File: config.mk
export PLATFORM = sky130hd
export DESIGN_NAME = axi_write_master
export DESIGN_NICKNAME = d
export VERILOG_FILES = /design/src/common/axi_write_pkg.sv /design/src/design/sync_fifo.sv /design/src/burst_split/burst_split_fsm.sv /design/src/design/aw_issue.sv /design/src/design/wdata_beat_counter.sv /design/src/design/axi_write_master.sv
export SDC_FILE = /design/constraint.sdc
export NUM_CORES = 1
export LEC_CHECK = 0
export ABC_AREA = 1
export BUFFER_PORTS_ARGS = -buffer_cell sky130_fd_sc_hd__buf_4
export CAP_MARGIN = 20
export CORE_MARGIN = 2
export CORE_UTILIZATION = 60
export DETAILED_ROUTE_END_ITERATION = 10
export PLACE_DENSITY = 0.81
export SLEW_MARGIN = 40
export SYNTH_ARGS = -nofsm -noshare
export SYNTH_HDL_FRONTEND = slang
export SYNTH_SLANG_ARGS = --single-unit
File: constraint.sdc
create_clock -name clk -period 5.2 [get_ports clk]
set_clock_uncertainty 0.05 [all_clocks]
set_input_delay 1.04 -clock clk [delete_from_list [all_inputs] [get_ports clk]]
set_output_delay 1.04 -clock clk [all_outputs]
set_load 0.005 [all_outputs]
File: src/common/axi_write_pkg.sv
package axi_write_pkg;

  // bus geometry
  localparam int ADDR_W     = 32;
  localparam int DATA_W     = 32;
  localparam int BEAT_BYTES = DATA_W / 8;
  localparam int BEAT_SHIFT = $clog2(BEAT_BYTES);

  // burst limits
  localparam int MAX_BURST_LEN  = 16;
  localparam int BOUNDARY_BYTES = 4096;
  localparam int LEN_W          = 8;

  // client beat count, beats minus one
  localparam int REQ_LEN_W = 16;

  // queue depths
  localparam int CMD_FIFO_DEPTH = 4;
  localparam int LEN_FIFO_DEPTH = 4;

  // write responses still owed by the slave
  localparam int MAX_OUTSTANDING = 8;
  localparam int OUTST_W         = $clog2(MAX_OUTSTANDING + 1);

  // one client write request
  typedef struct packed {
    logic [ADDR_W-1:0]    addr;
    logic [REQ_LEN_W-1:0] len;
  } write_req_t;

  // one AXI burst, len is awlen
  typedef struct packed {
    logic [ADDR_W-1:0] addr;
    logic [LEN_W-1:0]  len;
  } aw_cmd_t;

endpackage

File: src/design/sync_fifo.sv
`timescale 1ns/1ps

module sync_fifo #(
  parameter int WIDTH = 8,
  parameter int DEPTH = 4
) (
  input  logic             clk,
  input  logic             arst_n,
  input  logic             enq_valid,
  input  logic [WIDTH-1:0] enq_data,
  output logic             enq_ready,
  output logic             deq_valid,
  output logic [WIDTH-1:0] deq_data,
  input  logic             deq_ready
);

  localparam int PTR_W = (DEPTH > 1) ? $clog2(DEPTH) : 1;
  localparam int CNT_W = $clog2(DEPTH + 1);

  logic [WIDTH-1:0] mem [DEPTH];
  logic [PTR_W-1:0] wr_ptr;
  logic [PTR_W-1:0] rd_ptr;
  logic [CNT_W-1:0] count;
  logic             enq_fire;
  logic             deq_fire;

  function automatic logic [PTR_W-1:0] next_ptr(input logic [PTR_W-1:0] p);
    if (p == PTR_W'(DEPTH - 1))
      return '0;
    return p + PTR_W'(1);
  endfunction

  assign enq_ready = (count != CNT_W'(DEPTH));
  assign deq_valid = (count != '0);
  // head word is visible as soon as it is written
  assign deq_data  = mem[rd_ptr];

  assign enq_fire = enq_valid & enq_ready;
  assign deq_fire = deq_valid & deq_ready;

  always_ff @(posedge clk) begin
    if (enq_fire)
      mem[wr_ptr] <= enq_data;
  end

  always_ff @(posedge clk or negedge arst_n) begin
    if (!arst_n) begin
      wr_ptr <= '0;
      rd_ptr <= '0;
      count  <= '0;
    end else begin
      if (enq_fire)
        wr_ptr <= next_ptr(wr_ptr);
      if (deq_fire)
        rd_ptr <= next_ptr(rd_ptr);
      case ({enq_fire, deq_fire})
        2'b10:   count <= count + CNT_W'(1);
        2'b01:   count <= count - CNT_W'(1);
        default: count <= count;
      endcase
    end
  end

endmodule

File: src/burst_split/burst_split_fsm.sv
`timescale 1ns/1ps

module burst_split_fsm (
  input  logic                    clk,
  input  logic                    arst_n,
  input  logic                    req_valid,
  input  axi_write_pkg::write_req_t req,
  output logic                    req_ready,
  output logic                    cmd_valid,
  output axi_write_pkg::aw_cmd_t  cmd,
  input  logic                    cmd_ready,
  output logic                    busy
);

  import axi_write_pkg::*;

  typedef enum logic [2:0] {
    IDLE,
    CHUNK,
    CHECK,
    EMIT_LO,
    EMIT_HI
  } state_t;

  state_t state;
  state_t state_next;

  // remaining work of the current request
  logic [ADDR_W-1:0]  rem_addr;
  logic [REQ_LEN_W:0] rem_beats;

  // current chunk, and its part below the 4 KB line
  logic [LEN_W:0] chunk_beats;
  logic [LEN_W:0] lo_beats;

  logic [ADDR_W-1:0] line_base;
  logic [ADDR_W-1:0] bytes_to_line;
  logic [ADDR_W-1:0] chunk_bytes;
  logic              crosses;
  logic              req_fire;
  logic              cmd_fire;

  assign req_fire = req_valid & req_ready;
  assign cmd_fire = cmd_valid & cmd_ready;

  assign line_base     = rem_addr & ~ADDR_W'(BOUNDARY_BYTES - 1);
  assign bytes_to_line = line_base + ADDR_W'(BOUNDARY_BYTES) - rem_addr;
  assign chunk_bytes   = ADDR_W'(chunk_beats) << BEAT_SHIFT;
  assign crosses       = (chunk_bytes > bytes_to_line);

  assign req_ready = (state == IDLE);
  assign busy      = (state != IDLE);
  assign cmd_valid = (state == EMIT_LO) || (state == EMIT_HI);

  always_comb begin
    cmd.addr = rem_addr;
    if (state == EMIT_LO)
      cmd.len = LEN_W'(lo_beats - (LEN_W + 1)'(1));
    else
      cmd.len = LEN_W'(chunk_beats - (LEN_W + 1)'(1));
  end

  always_comb begin
    state_next = state;
    case (state)
      IDLE: begin
        if (req_fire)
          state_next = CHUNK;
      end
      CHUNK: begin
        state_next = CHECK;
      end
      CHECK: begin
        if (crosses)
          state_next = EMIT_LO;
        else
          state_next = EMIT_HI;
      end
      EMIT_LO: begin
        if (cmd_fire)
          state_next = EMIT_HI;
      end
      EMIT_HI: begin
        // last chunk of the request
        if (cmd_fire) begin
          if (rem_beats == (REQ_LEN_W + 1)'(chunk_beats))
            state_next = IDLE;
          else
            state_next = CHUNK;
        end
      end
      default: state_next = IDLE;
    endcase
  end

  always_ff @(posedge clk or negedge arst_n) begin
    if (!arst_n)
      state <= IDLE;
    else
      state <= state_next;
  end

  always_ff @(posedge clk) begin
    case (state)
      IDLE: begin
        if (req_fire) begin
          rem_addr  <= req.addr;
          rem_beats <= {1'b0, req.len} + (REQ_LEN_W + 1)'(1);
        end
      end
      CHUNK: begin
        if (rem_beats > (REQ_LEN_W + 1)'(MAX_BURST_LEN))
          chunk_beats <= (LEN_W + 1)'(MAX_BURST_LEN);
        else
          chunk_beats <= (LEN_W + 1)'(rem_beats);
      end
      CHECK: begin
        // only meaningful when the chunk crosses, so it is below chunk_beats
        lo_beats <= (LEN_W + 1)'(bytes_to_line >> BEAT_SHIFT);
      end
      EMIT_LO: begin
        if (cmd_fire) begin
          rem_addr    <= rem_addr + (ADDR_W'(lo_beats) << BEAT_SHIFT);
          rem_beats   <= rem_beats - (REQ_LEN_W + 1)'(lo_beats);
          chunk_beats <= chunk_beats - lo_beats;
        end
      end
      EMIT_HI: begin
        if (cmd_fire) begin
          rem_addr  <= rem_addr + chunk_bytes;
          rem_beats <= rem_beats - (REQ_LEN_W + 1)'(chunk_beats);
        end
      end
      default: begin
      end
    endcase
  end

endmodule

File: src/design/aw_issue.sv
`timescale 1ns/1ps

module aw_issue (
  input  logic                              clk,
  input  logic                              arst_n,
  input  logic                              cmd_valid,
  input  axi_write_pkg::aw_cmd_t            cmd,
  output logic                              cmd_ready,
  input  logic                              split_busy,
  output logic                              m_awvalid,
  input  logic                              m_awready,
  output logic [axi_write_pkg::ADDR_W-1:0]  m_awaddr,
  output logic [axi_write_pkg::LEN_W-1:0]   m_awlen,
  output logic                              len_valid,
  output logic [axi_write_pkg::LEN_W-1:0]   len,
  input  logic                              len_ready,
  input  logic                              m_bvalid,
  output logic                              m_bready,
  output logic                              write_idle
);

  import axi_write_pkg::*;

  logic [OUTST_W-1:0] outst_cnt;
  logic               aw_allowed;
  logic               aw_fire;
  logic               b_fire;

  // neither condition can change while awvalid waits, only an AW transfer moves them
  assign aw_allowed = len_ready && (outst_cnt != OUTST_W'(MAX_OUTSTANDING));

  assign m_awvalid = cmd_valid & aw_allowed;
  assign m_awaddr  = cmd.addr;
  assign m_awlen   = cmd.len;
  assign cmd_ready = m_awready & aw_allowed;

  assign aw_fire = m_awvalid & m_awready;

  // hand the beat count to the W side on the AW transfer itself
  assign len_valid = aw_fire;
  assign len       = cmd.len;

  assign m_bready = (outst_cnt != '0);
  assign b_fire   = m_bvalid & m_bready;

  assign write_idle = !split_busy && !cmd_valid && (outst_cnt == '0);

  always_ff @(posedge clk or negedge arst_n) begin
    if (!arst_n) begin
      outst_cnt <= '0;
    end else begin
      case ({aw_fire, b_fire})
        2'b10:   outst_cnt <= outst_cnt + OUTST_W'(1);
        2'b01:   outst_cnt <= outst_cnt - OUTST_W'(1);
        default: outst_cnt <= outst_cnt;
      endcase
    end
  end

endmodule

File: src/design/wdata_beat_counter.sv
`timescale 1ns/1ps

module wdata_beat_counter (
  input  logic                             clk,
  input  logic                             arst_n,
  input  logic                             len_valid,
  input  logic [axi_write_pkg::LEN_W-1:0]  len,
  output logic                             len_ready,
  input  logic [axi_write_pkg::DATA_W-1:0] wdata_in,
  input  logic                             wdata_valid,
  output logic                             wdata_ready,
  output logic                             m_wvalid,
  input  logic                             m_wready,
  output logic [axi_write_pkg::DATA_W-1:0] m_wdata,
  output logic                             m_wlast
);

  import axi_write_pkg::*;

  logic             running;
  logic [LEN_W-1:0] burst_len;
  logic [LEN_W-1:0] beat_cnt;
  logic             len_fire;
  logic             w_fire;

  assign len_ready = ~running;
  assign len_fire  = len_valid & len_ready;

  // data path is a straight pass while a burst runs
  assign m_wdata     = wdata_in;
  assign m_wvalid    = running & wdata_valid;
  assign wdata_ready = running & m_wready;
  assign m_wlast     = running && (beat_cnt == burst_len);

  assign w_fire = m_wvalid & m_wready;

  always_ff @(posedge clk) begin
    if (len_fire)
      burst_len <= len;
  end

  always_ff @(posedge clk or negedge arst_n) begin
    if (!arst_n) begin
      running  <= 1'b0;
      beat_cnt <= '0;
    end else begin
      if (len_fire)
        running <= 1'b1;
      if (w_fire) begin
        if (m_wlast) begin
          running  <= 1'b0;
          beat_cnt <= '0;
        end else begin
          beat_cnt <= beat_cnt + LEN_W'(1);
        end
      end
    end
  end

endmodule

File: src/design/axi_write_master.sv
`timescale 1ns/1ps

module axi_write_master (
  input  logic                              clk,
  input  logic                              arst_n,
  input  logic                              req_valid,
  input  axi_write_pkg::write_req_t         req,
  output logic                              req_ready,
  input  logic [axi_write_pkg::DATA_W-1:0]  wdata_in,
  input  logic                              wdata_valid,
  output logic                              wdata_ready,
  output logic                              m_awvalid,
  input  logic                              m_awready,
  output logic [axi_write_pkg::ADDR_W-1:0]  m_awaddr,
  output logic [axi_write_pkg::LEN_W-1:0]   m_awlen,
  output logic                              m_wvalid,
  input  logic                              m_wready,
  output logic [axi_write_pkg::DATA_W-1:0]  m_wdata,
  output logic                              m_wlast,
  input  logic                              m_bvalid,
  output logic                              m_bready,
  output logic                              write_idle
);

  import axi_write_pkg::*;

  // splitter to command queue
  logic    split_cmd_valid;
  aw_cmd_t split_cmd;
  logic    split_cmd_ready;
  logic    split_busy;

  // command queue to AW
  logic    cmd_q_valid;
  aw_cmd_t cmd_q;
  logic    cmd_q_ready;

  // burst lengths from AW side to W side
  logic             len_push_valid;
  logic [LEN_W-1:0] len_push;
  logic             len_push_ready;
  logic             len_pop_valid;
  logic [LEN_W-1:0] len_pop;
  logic             len_pop_ready;

  burst_split_fsm u_split (
    .clk       (clk),
    .arst_n    (arst_n),
    .req_valid (req_valid),
    .req       (req),
    .req_ready (req_ready),
    .cmd_valid (split_cmd_valid),
    .cmd       (split_cmd),
    .cmd_ready (split_cmd_ready),
    .busy      (split_busy)
  );

  sync_fifo #(
    .WIDTH ($bits(aw_cmd_t)),
    .DEPTH (CMD_FIFO_DEPTH)
  ) cmd_fifo (
    .clk       (clk),
    .arst_n    (arst_n),
    .enq_valid (split_cmd_valid),
    .enq_data  (split_cmd),
    .enq_ready (split_cmd_ready),
    .deq_valid (cmd_q_valid),
    .deq_data  (cmd_q),
    .deq_ready (cmd_q_ready)
  );

  aw_issue u_aw_issue (
    .clk        (clk),
    .arst_n     (arst_n),
    .cmd_valid  (cmd_q_valid),
    .cmd        (cmd_q),
    .cmd_ready  (cmd_q_ready),
    .split_busy (split_busy),
    .m_awvalid  (m_awvalid),
    .m_awready  (m_awready),
    .m_awaddr   (m_awaddr),
    .m_awlen    (m_awlen),
    .len_valid  (len_push_valid),
    .len        (len_push),
    .len_ready  (len_push_ready),
    .m_bvalid   (m_bvalid),
    .m_bready   (m_bready),
    .write_idle (write_idle)
  );

  sync_fifo #(
    .WIDTH (LEN_W),
    .DEPTH (LEN_FIFO_DEPTH)
  ) len_fifo (
    .clk       (clk),
    .arst_n    (arst_n),
    .enq_valid (len_push_valid),
    .enq_data  (len_push),
    .enq_ready (len_push_ready),
    .deq_valid (len_pop_valid),
    .deq_data  (len_pop),
    .deq_ready (len_pop_ready)
  );

  wdata_beat_counter u_wbeat (
    .clk         (clk),
    .arst_n      (arst_n),
    .len_valid   (len_pop_valid),
    .len         (len_pop),
    .len_ready   (len_pop_ready),
    .wdata_in    (wdata_in),
    .wdata_valid (wdata_valid),
    .wdata_ready (wdata_ready),
    .m_wvalid    (m_wvalid),
    .m_wready    (m_wready),
    .m_wdata     (m_wdata),
    .m_wlast     (m_wlast)
  );

endmodule

# Word-level counts from Yosys, hierarchy flattened
# Memories as Yosys holds them, arrays and structs flattened. A register that Yosys moved wholly into a read port is not among the register bits.
# Cells that the tools add are included.
op_classes:
  n_eq_ne: 22
  muxes: 45
  magnitude_cmp: 2
  add_sub_neg: 21
  reduce_logical: 21
  n_bitwise: 13
ops:
  columns: ["operator", "n"]
  rows:
  - ["$mux 32", 3]
  - ["$pmux 32 s3", 1]
  - ["$add 32x11->32", 2]
  - ["$mux 17", 3]
  - ["$pmux 17 s3", 1]
  - ["$sub 17x9->17", 2]
  - ["$add 32x13->32 const B", 1]
  - ["$gt 11x32->1", 1]
  - ["$sub 32x32->32", 1]
  - ["$mux 9", 2]
  - ["$pmux 9 s2", 1]
  - ["$add 16x1->17 const B", 1]
  - ["$eq 17x9->1", 1]
  - ["$gt 17x5->1 const B", 1]
  - ["$mux 1", 16]
  - ["$mux 2", 8]
  - ["$mux 8", 2]
  - ["$sub 8x1->8 const B", 2]
  - ["$pmux 3 s5", 1]
  - ["$eq 2x2->1 const B", 7]
  - ["$and 1x1->1", 12]
  - ["$mux 3", 4]
  - ["$pmux 3 s2", 2]
  - ["$reduce_bool 3->1", 4]
  - ["28 further kinds", 45]
word_totals:
  wordCells: 140
  mem_bits_rw: 192
  mem_count: 2
  inputBits: 87
  ff_bits: 97
mem_list:
  columns: ["name", "depth", "width", "read_ports", "rd_clocked_by_memory_dff", "write_ports", "line", "source"]
  rows:
  - ["cmd_fifo.mem", 4, 40, 1, 0, 1, "sync_fifo.sv:20", "logic [WIDTH-1:0] mem [DEPTH];"]
  - ["len_fifo.mem", 4, 8, 1, 1, 1, "sync_fifo.sv:20", null]

# Longest topological paths before layout
depth:
  depth_word: 7
  depth_mapped: 20
  ltp_nobuf: 19

# Modules after synthesis
# From an unflattened synthesis, not the netlist that was laid out.
unflattened:
  hier_cells: 1872
  hier_area_um2: 17454.2
modules_own_cells:
  columns: ["mod", "area_per_inst_um2", "cells_each", "seq_area_each_um2", "instances"]
  rows:
  - ["sync_fifo (cmd_fifo)", 7110.6, 526, 4979.8, 1]
  - ["burst_split_fsm", 6642.6, 941, 2087.0, 1]
  - ["sync_fifo (len_fifo)", 1771.7, 152, 1136.1, 1]
  - ["wdata_beat_counter", 1224.9, 159, 465.4, 1]
  - ["aw_issue", 704.4, 94, 100.1, 1]

# Worst setup path after synthesis
# No wires, ideal clock.
synth_path:
  path_type: "input port to flip-flop"
  start: "input req_valid"
  end: "register u_split.rem_addr[10], enable pin"
  t_required_ns: 4.683
  setup_ns: 0.467
  stages: 2
  arrival_ns: 3.443
  slack_ns: 1.240
  path_cell_list: "o21ai_1 a21oi_1"
synth_between:
  elab_chain_len: 3
synth_lines:
  columns: ["element", "line", "source"]
  rows:
  - ["from (decl)", "axi_write_master.sv:6", "input logic req_valid,"]
  - ["$and 1x1->1", "burst_split_fsm.sv:43", "assign req_fire = req_valid & req_ready;"]
  - ["$ne 2x2->1 (no source line)", null, null]
  - ["$reduce_and 4->1 (no source line)", null, null]
  - ["to (signal assigned)", "burst_split_fsm.sv:107", "rem_addr <= req.addr;"]
  - ["to (signal assigned)", "burst_split_fsm.sv:123", "rem_addr <= rem_addr + (ADDR_W'(lo_beats) << BEAT_SHIFT);"]
  - ["to (signal assigned)", "burst_split_fsm.sv:130", "rem_addr <= rem_addr + chunk_bytes;"]
  - ["to (decl)", "burst_split_fsm.sv:29", "logic [ADDR_W-1:0] rem_addr;"]
# Every way passes these cells.
# A chain may end at the register's enable or synchronous reset.

# Worst setup path in the final report
layout_path:
  start: "register cmd_fifo.rd_ptr[1]"
  end: "output m_awlen[7] in the netlist's numbering"
layout_between:
  elab_chain_len: 1
layout_lines:
  columns: ["element", "line", "source"]
  rows:
  - ["from (decl)", "sync_fifo.sv:22", "logic [PTR_W-1:0] rd_ptr;"]
  - ["from (signal assigned)", "sync_fifo.sv:55", "rd_ptr <= next_ptr(rd_ptr);"]
  - ["$mem_v2 4x40", null, null]
  - ["to (decl)", "axi_write_master.sv:15", "output logic [axi_write_pkg::LEN_W-1:0] m_awlen,"]
# Every way passes these cells.

==> flow_summary.json <==
{
  "end_kind": "primary output",
  "path_max_fanout": 42,
  "clockBufferDepth": 3,
  "gp_congestion": 0.971,
  "yosysWarningCount": 0,
  "utilization_pct": 68.1,
  "hold_path.class": "input pin to async pin",
  "cp-start-kind": "register",
  "cts.repair.resized": 0,
  "layout_common_cells": "nand2_1 (323), edfxtp_1 (267), nor2_1 (191)",
  "power_leakage_nw": 7.33,
  "period_minus_slack_ns": 3.91,
  "post_cts_buffers": 0,
  "synthesis.nets": 1843,
  "start_util_pct": 61.2,
  "tightest_slew_ns": 0.793,
  "hpwl_um": 26200,
  "drt_iter0_drc": 1326,
  "finalSetupTns_ns": 0,
  "clkLatencyLatePin_ns": 0.57,
  "peakVddDrop_uv": 415,
  "p_per_area_mw_per_mm2": 660,
  "die_h_um": 167,
  "hold_buffers": 0,
  "violations": "DRC",
  "place_ws_ns": 1.54,
  "syn_avg_cell_area_um2": 9.48,
  "clock_sinks": 297,
  "design_area_mm2": 0.0178,
  "ys_seq_area_share_pct": 54.9,
  "cts_root_buf": "clkbuf_16",
  "hold_viol": 0,
  "rows": 59,
  "wire_per_inst_um": 18.1,
  "status": "complete, but fails checks",
  "fin_nets": 1913,
  "total_power_mw": 11.7,
  "synth_cells": 1686,
  "wl_um": 38200,
  "slew_headroom_pct": 47.2,
  "h-tree-depth": 1,
  "core_mm2": 0.0261,
  "dpl.cell_count": 2059,
  "path_class": "register to primary output",
  "antenna_cells": 0,
  "fp.dieW_um": 167,
  "layout_commonest_cell": "nand2_1",
  "drc_errors": 10,
  "dpl_cell_area_mm2": 0.0169,
  "drive_above_1_share_pct": 11.4,
  "io_buffers": 101,
  "cts_tree": "built",
  "fmax_ghz": 0.255,
  "stdcell_count": 2112,
  "vias": 12400,
  "avgViaCountPerCell": 5.87,
  "synth_top_area_share_pct": 50.2,
  "grt_overflow": 0,
  "grt_antenna_before_repair": 0,
  "max-cap-violations": 0,
  "final-setup-viol-count": 0,
  "ant_nets": 0,
  "grt_usage_pct": 27.3,
  "synth_area_mm2": 0.0160,
  "drv_slew": 0,
  "synth.distinct_cells": 52,
  "first_pass_iters": 8,
  "holdWs_ns": 0.369,
  "syn2layout_area_growth_pct": 11.3,
  "cp.required_ns": 4.11,
  "crit_arrival_ns": 2.82,
  "synth_top_area_cell": "edfxtp_1",
  "ys_ff_latch": 297,
  "grt_max_degree": 83,
  "grt_pass1_vias": 11900,
  "clkSlewWorstSetupHoldPaths_ns": 0.06,
  "post-route-period-util_pct": 75.3,
  "dieArea_mm2": 0.0280,
  "fin_ws_ns": 1.29,
  "synthTopCellsByArea": "edfxtp_1 (50%), nand2_1 (7.6%), ha_1 (4.9%)",
  "cts_buffers": 30,
  "ios": 166,
  "grt_pass1_wl_um": 61100,
  "rsz0062_at_grt": "false"
}
==> worst paths after layout <==
check	cells after the start	to	startpoint	slack, ns
setup / recovery	6	m_awlen[7]	cmd_fifo.rd_ptr[1]	1.29
hold / removal	1	u_split.state[0]	arst_n	0.37
setup reg to reg	18	u_split.rem_addr[26]	u_split.state[0]	1.48
hold reg to reg	1	u_aw_issue.outst_cnt[0]	u_aw_issue.outst_cnt[0]	0.46
max in group asynchronous	1	cmd_fifo.rd_ptr[0]	arst_n	4.38
min in group clk	1	u_aw_issue.outst_cnt[0]	u_aw_issue.outst_cnt[0]	0.46
==> cell usage after synthesis (all sizes together) <==
cell    count
a211oi      1
a21o        4
a21oi      48
a221oi      1
a311oi      1
a31o        1
a31oi       5
and2        1
and3        3
buf        48
clkbuf     29
clkinv      2
dfrtp      30
edfxtp    267
fa          7
ha         63
inv       184
nand2     329
nand3     107
nand3b      7
nand4      27
nor2      205
nor3       21
nor4        6
nor4b       1
o211ai      6
o21a        1
o21ai     159
o21bai      9
o221ai      3
o22ai      52
o31ai       1
o32ai       2
or2        11
xnor2      12
xor2       32
==> metal layers <==
metal  global-route usage [%]  vias up  wire length, um
li1                         -     5904                -
met4                     7.56        0              905
met5                        0        -                0
met3                     4.80       77             3360
met1                     38.4     5843            16000
met2                     44.3      572            17900
==> layout make-up <==
| class | count | area, um^2 |
|---|---|---|
| fill | 2025 | 8340 |
| sequential | 297 | 8770 |
| timing repair buffer | 115 | 863 |
| clock inverter | 13 | 138 |
| multi-input combinational | 1126 | 6120 |
| tap | 335 | 419 |
| clock buffer | 40 | 788 |
| inverter | 186 | 699 |
==> kinds of logic (layout without fill, tap and decap cells) <==
group           Yosys count  count (layout)  synth area share [%]
compound gates          294             294                  10.5
simple gates            718             718                  19.3
fa+ha+maj                70              70                  5.81
xor+xnor                 44              44                  2.41
flops                   297             297                  54.9
buf+inv                 263             354                  7.16
==> critical path: stages, from the launching register on <==
cell	delay (ns)
dfrtp_1	0.36
buf_4	0.27
inv_1	0.46
buf_4	0.39
o21ai_0	0.16
o22ai_1	0.41
buf_4	0.22
==> power breakdown <==
group	switching [mW]	internal, mW	leakage (nW)
Clock	0.898	1.16	0.447
Sequential	0.714	3.74	2.81
Combinational	3.43	1.81	4.08
==> registers in the layout (all words and copies together) (netlist names), 3 cells and up <==
signal and flops:
cmd_fifo.count 3, cmd_fifo.mem 160, len_fifo.count 3, len_fifo.mem 32, u_aw_issue.outst_cnt 4, u_split.chunk_beats 9
u_split.lo_beats 9, u_split.rem_addr 32, u_split.rem_beats 17, u_split.state 3, u_wbeat.beat_cnt 8, u_wbeat.burst_len 8
(Power assumes the default switching activity.)
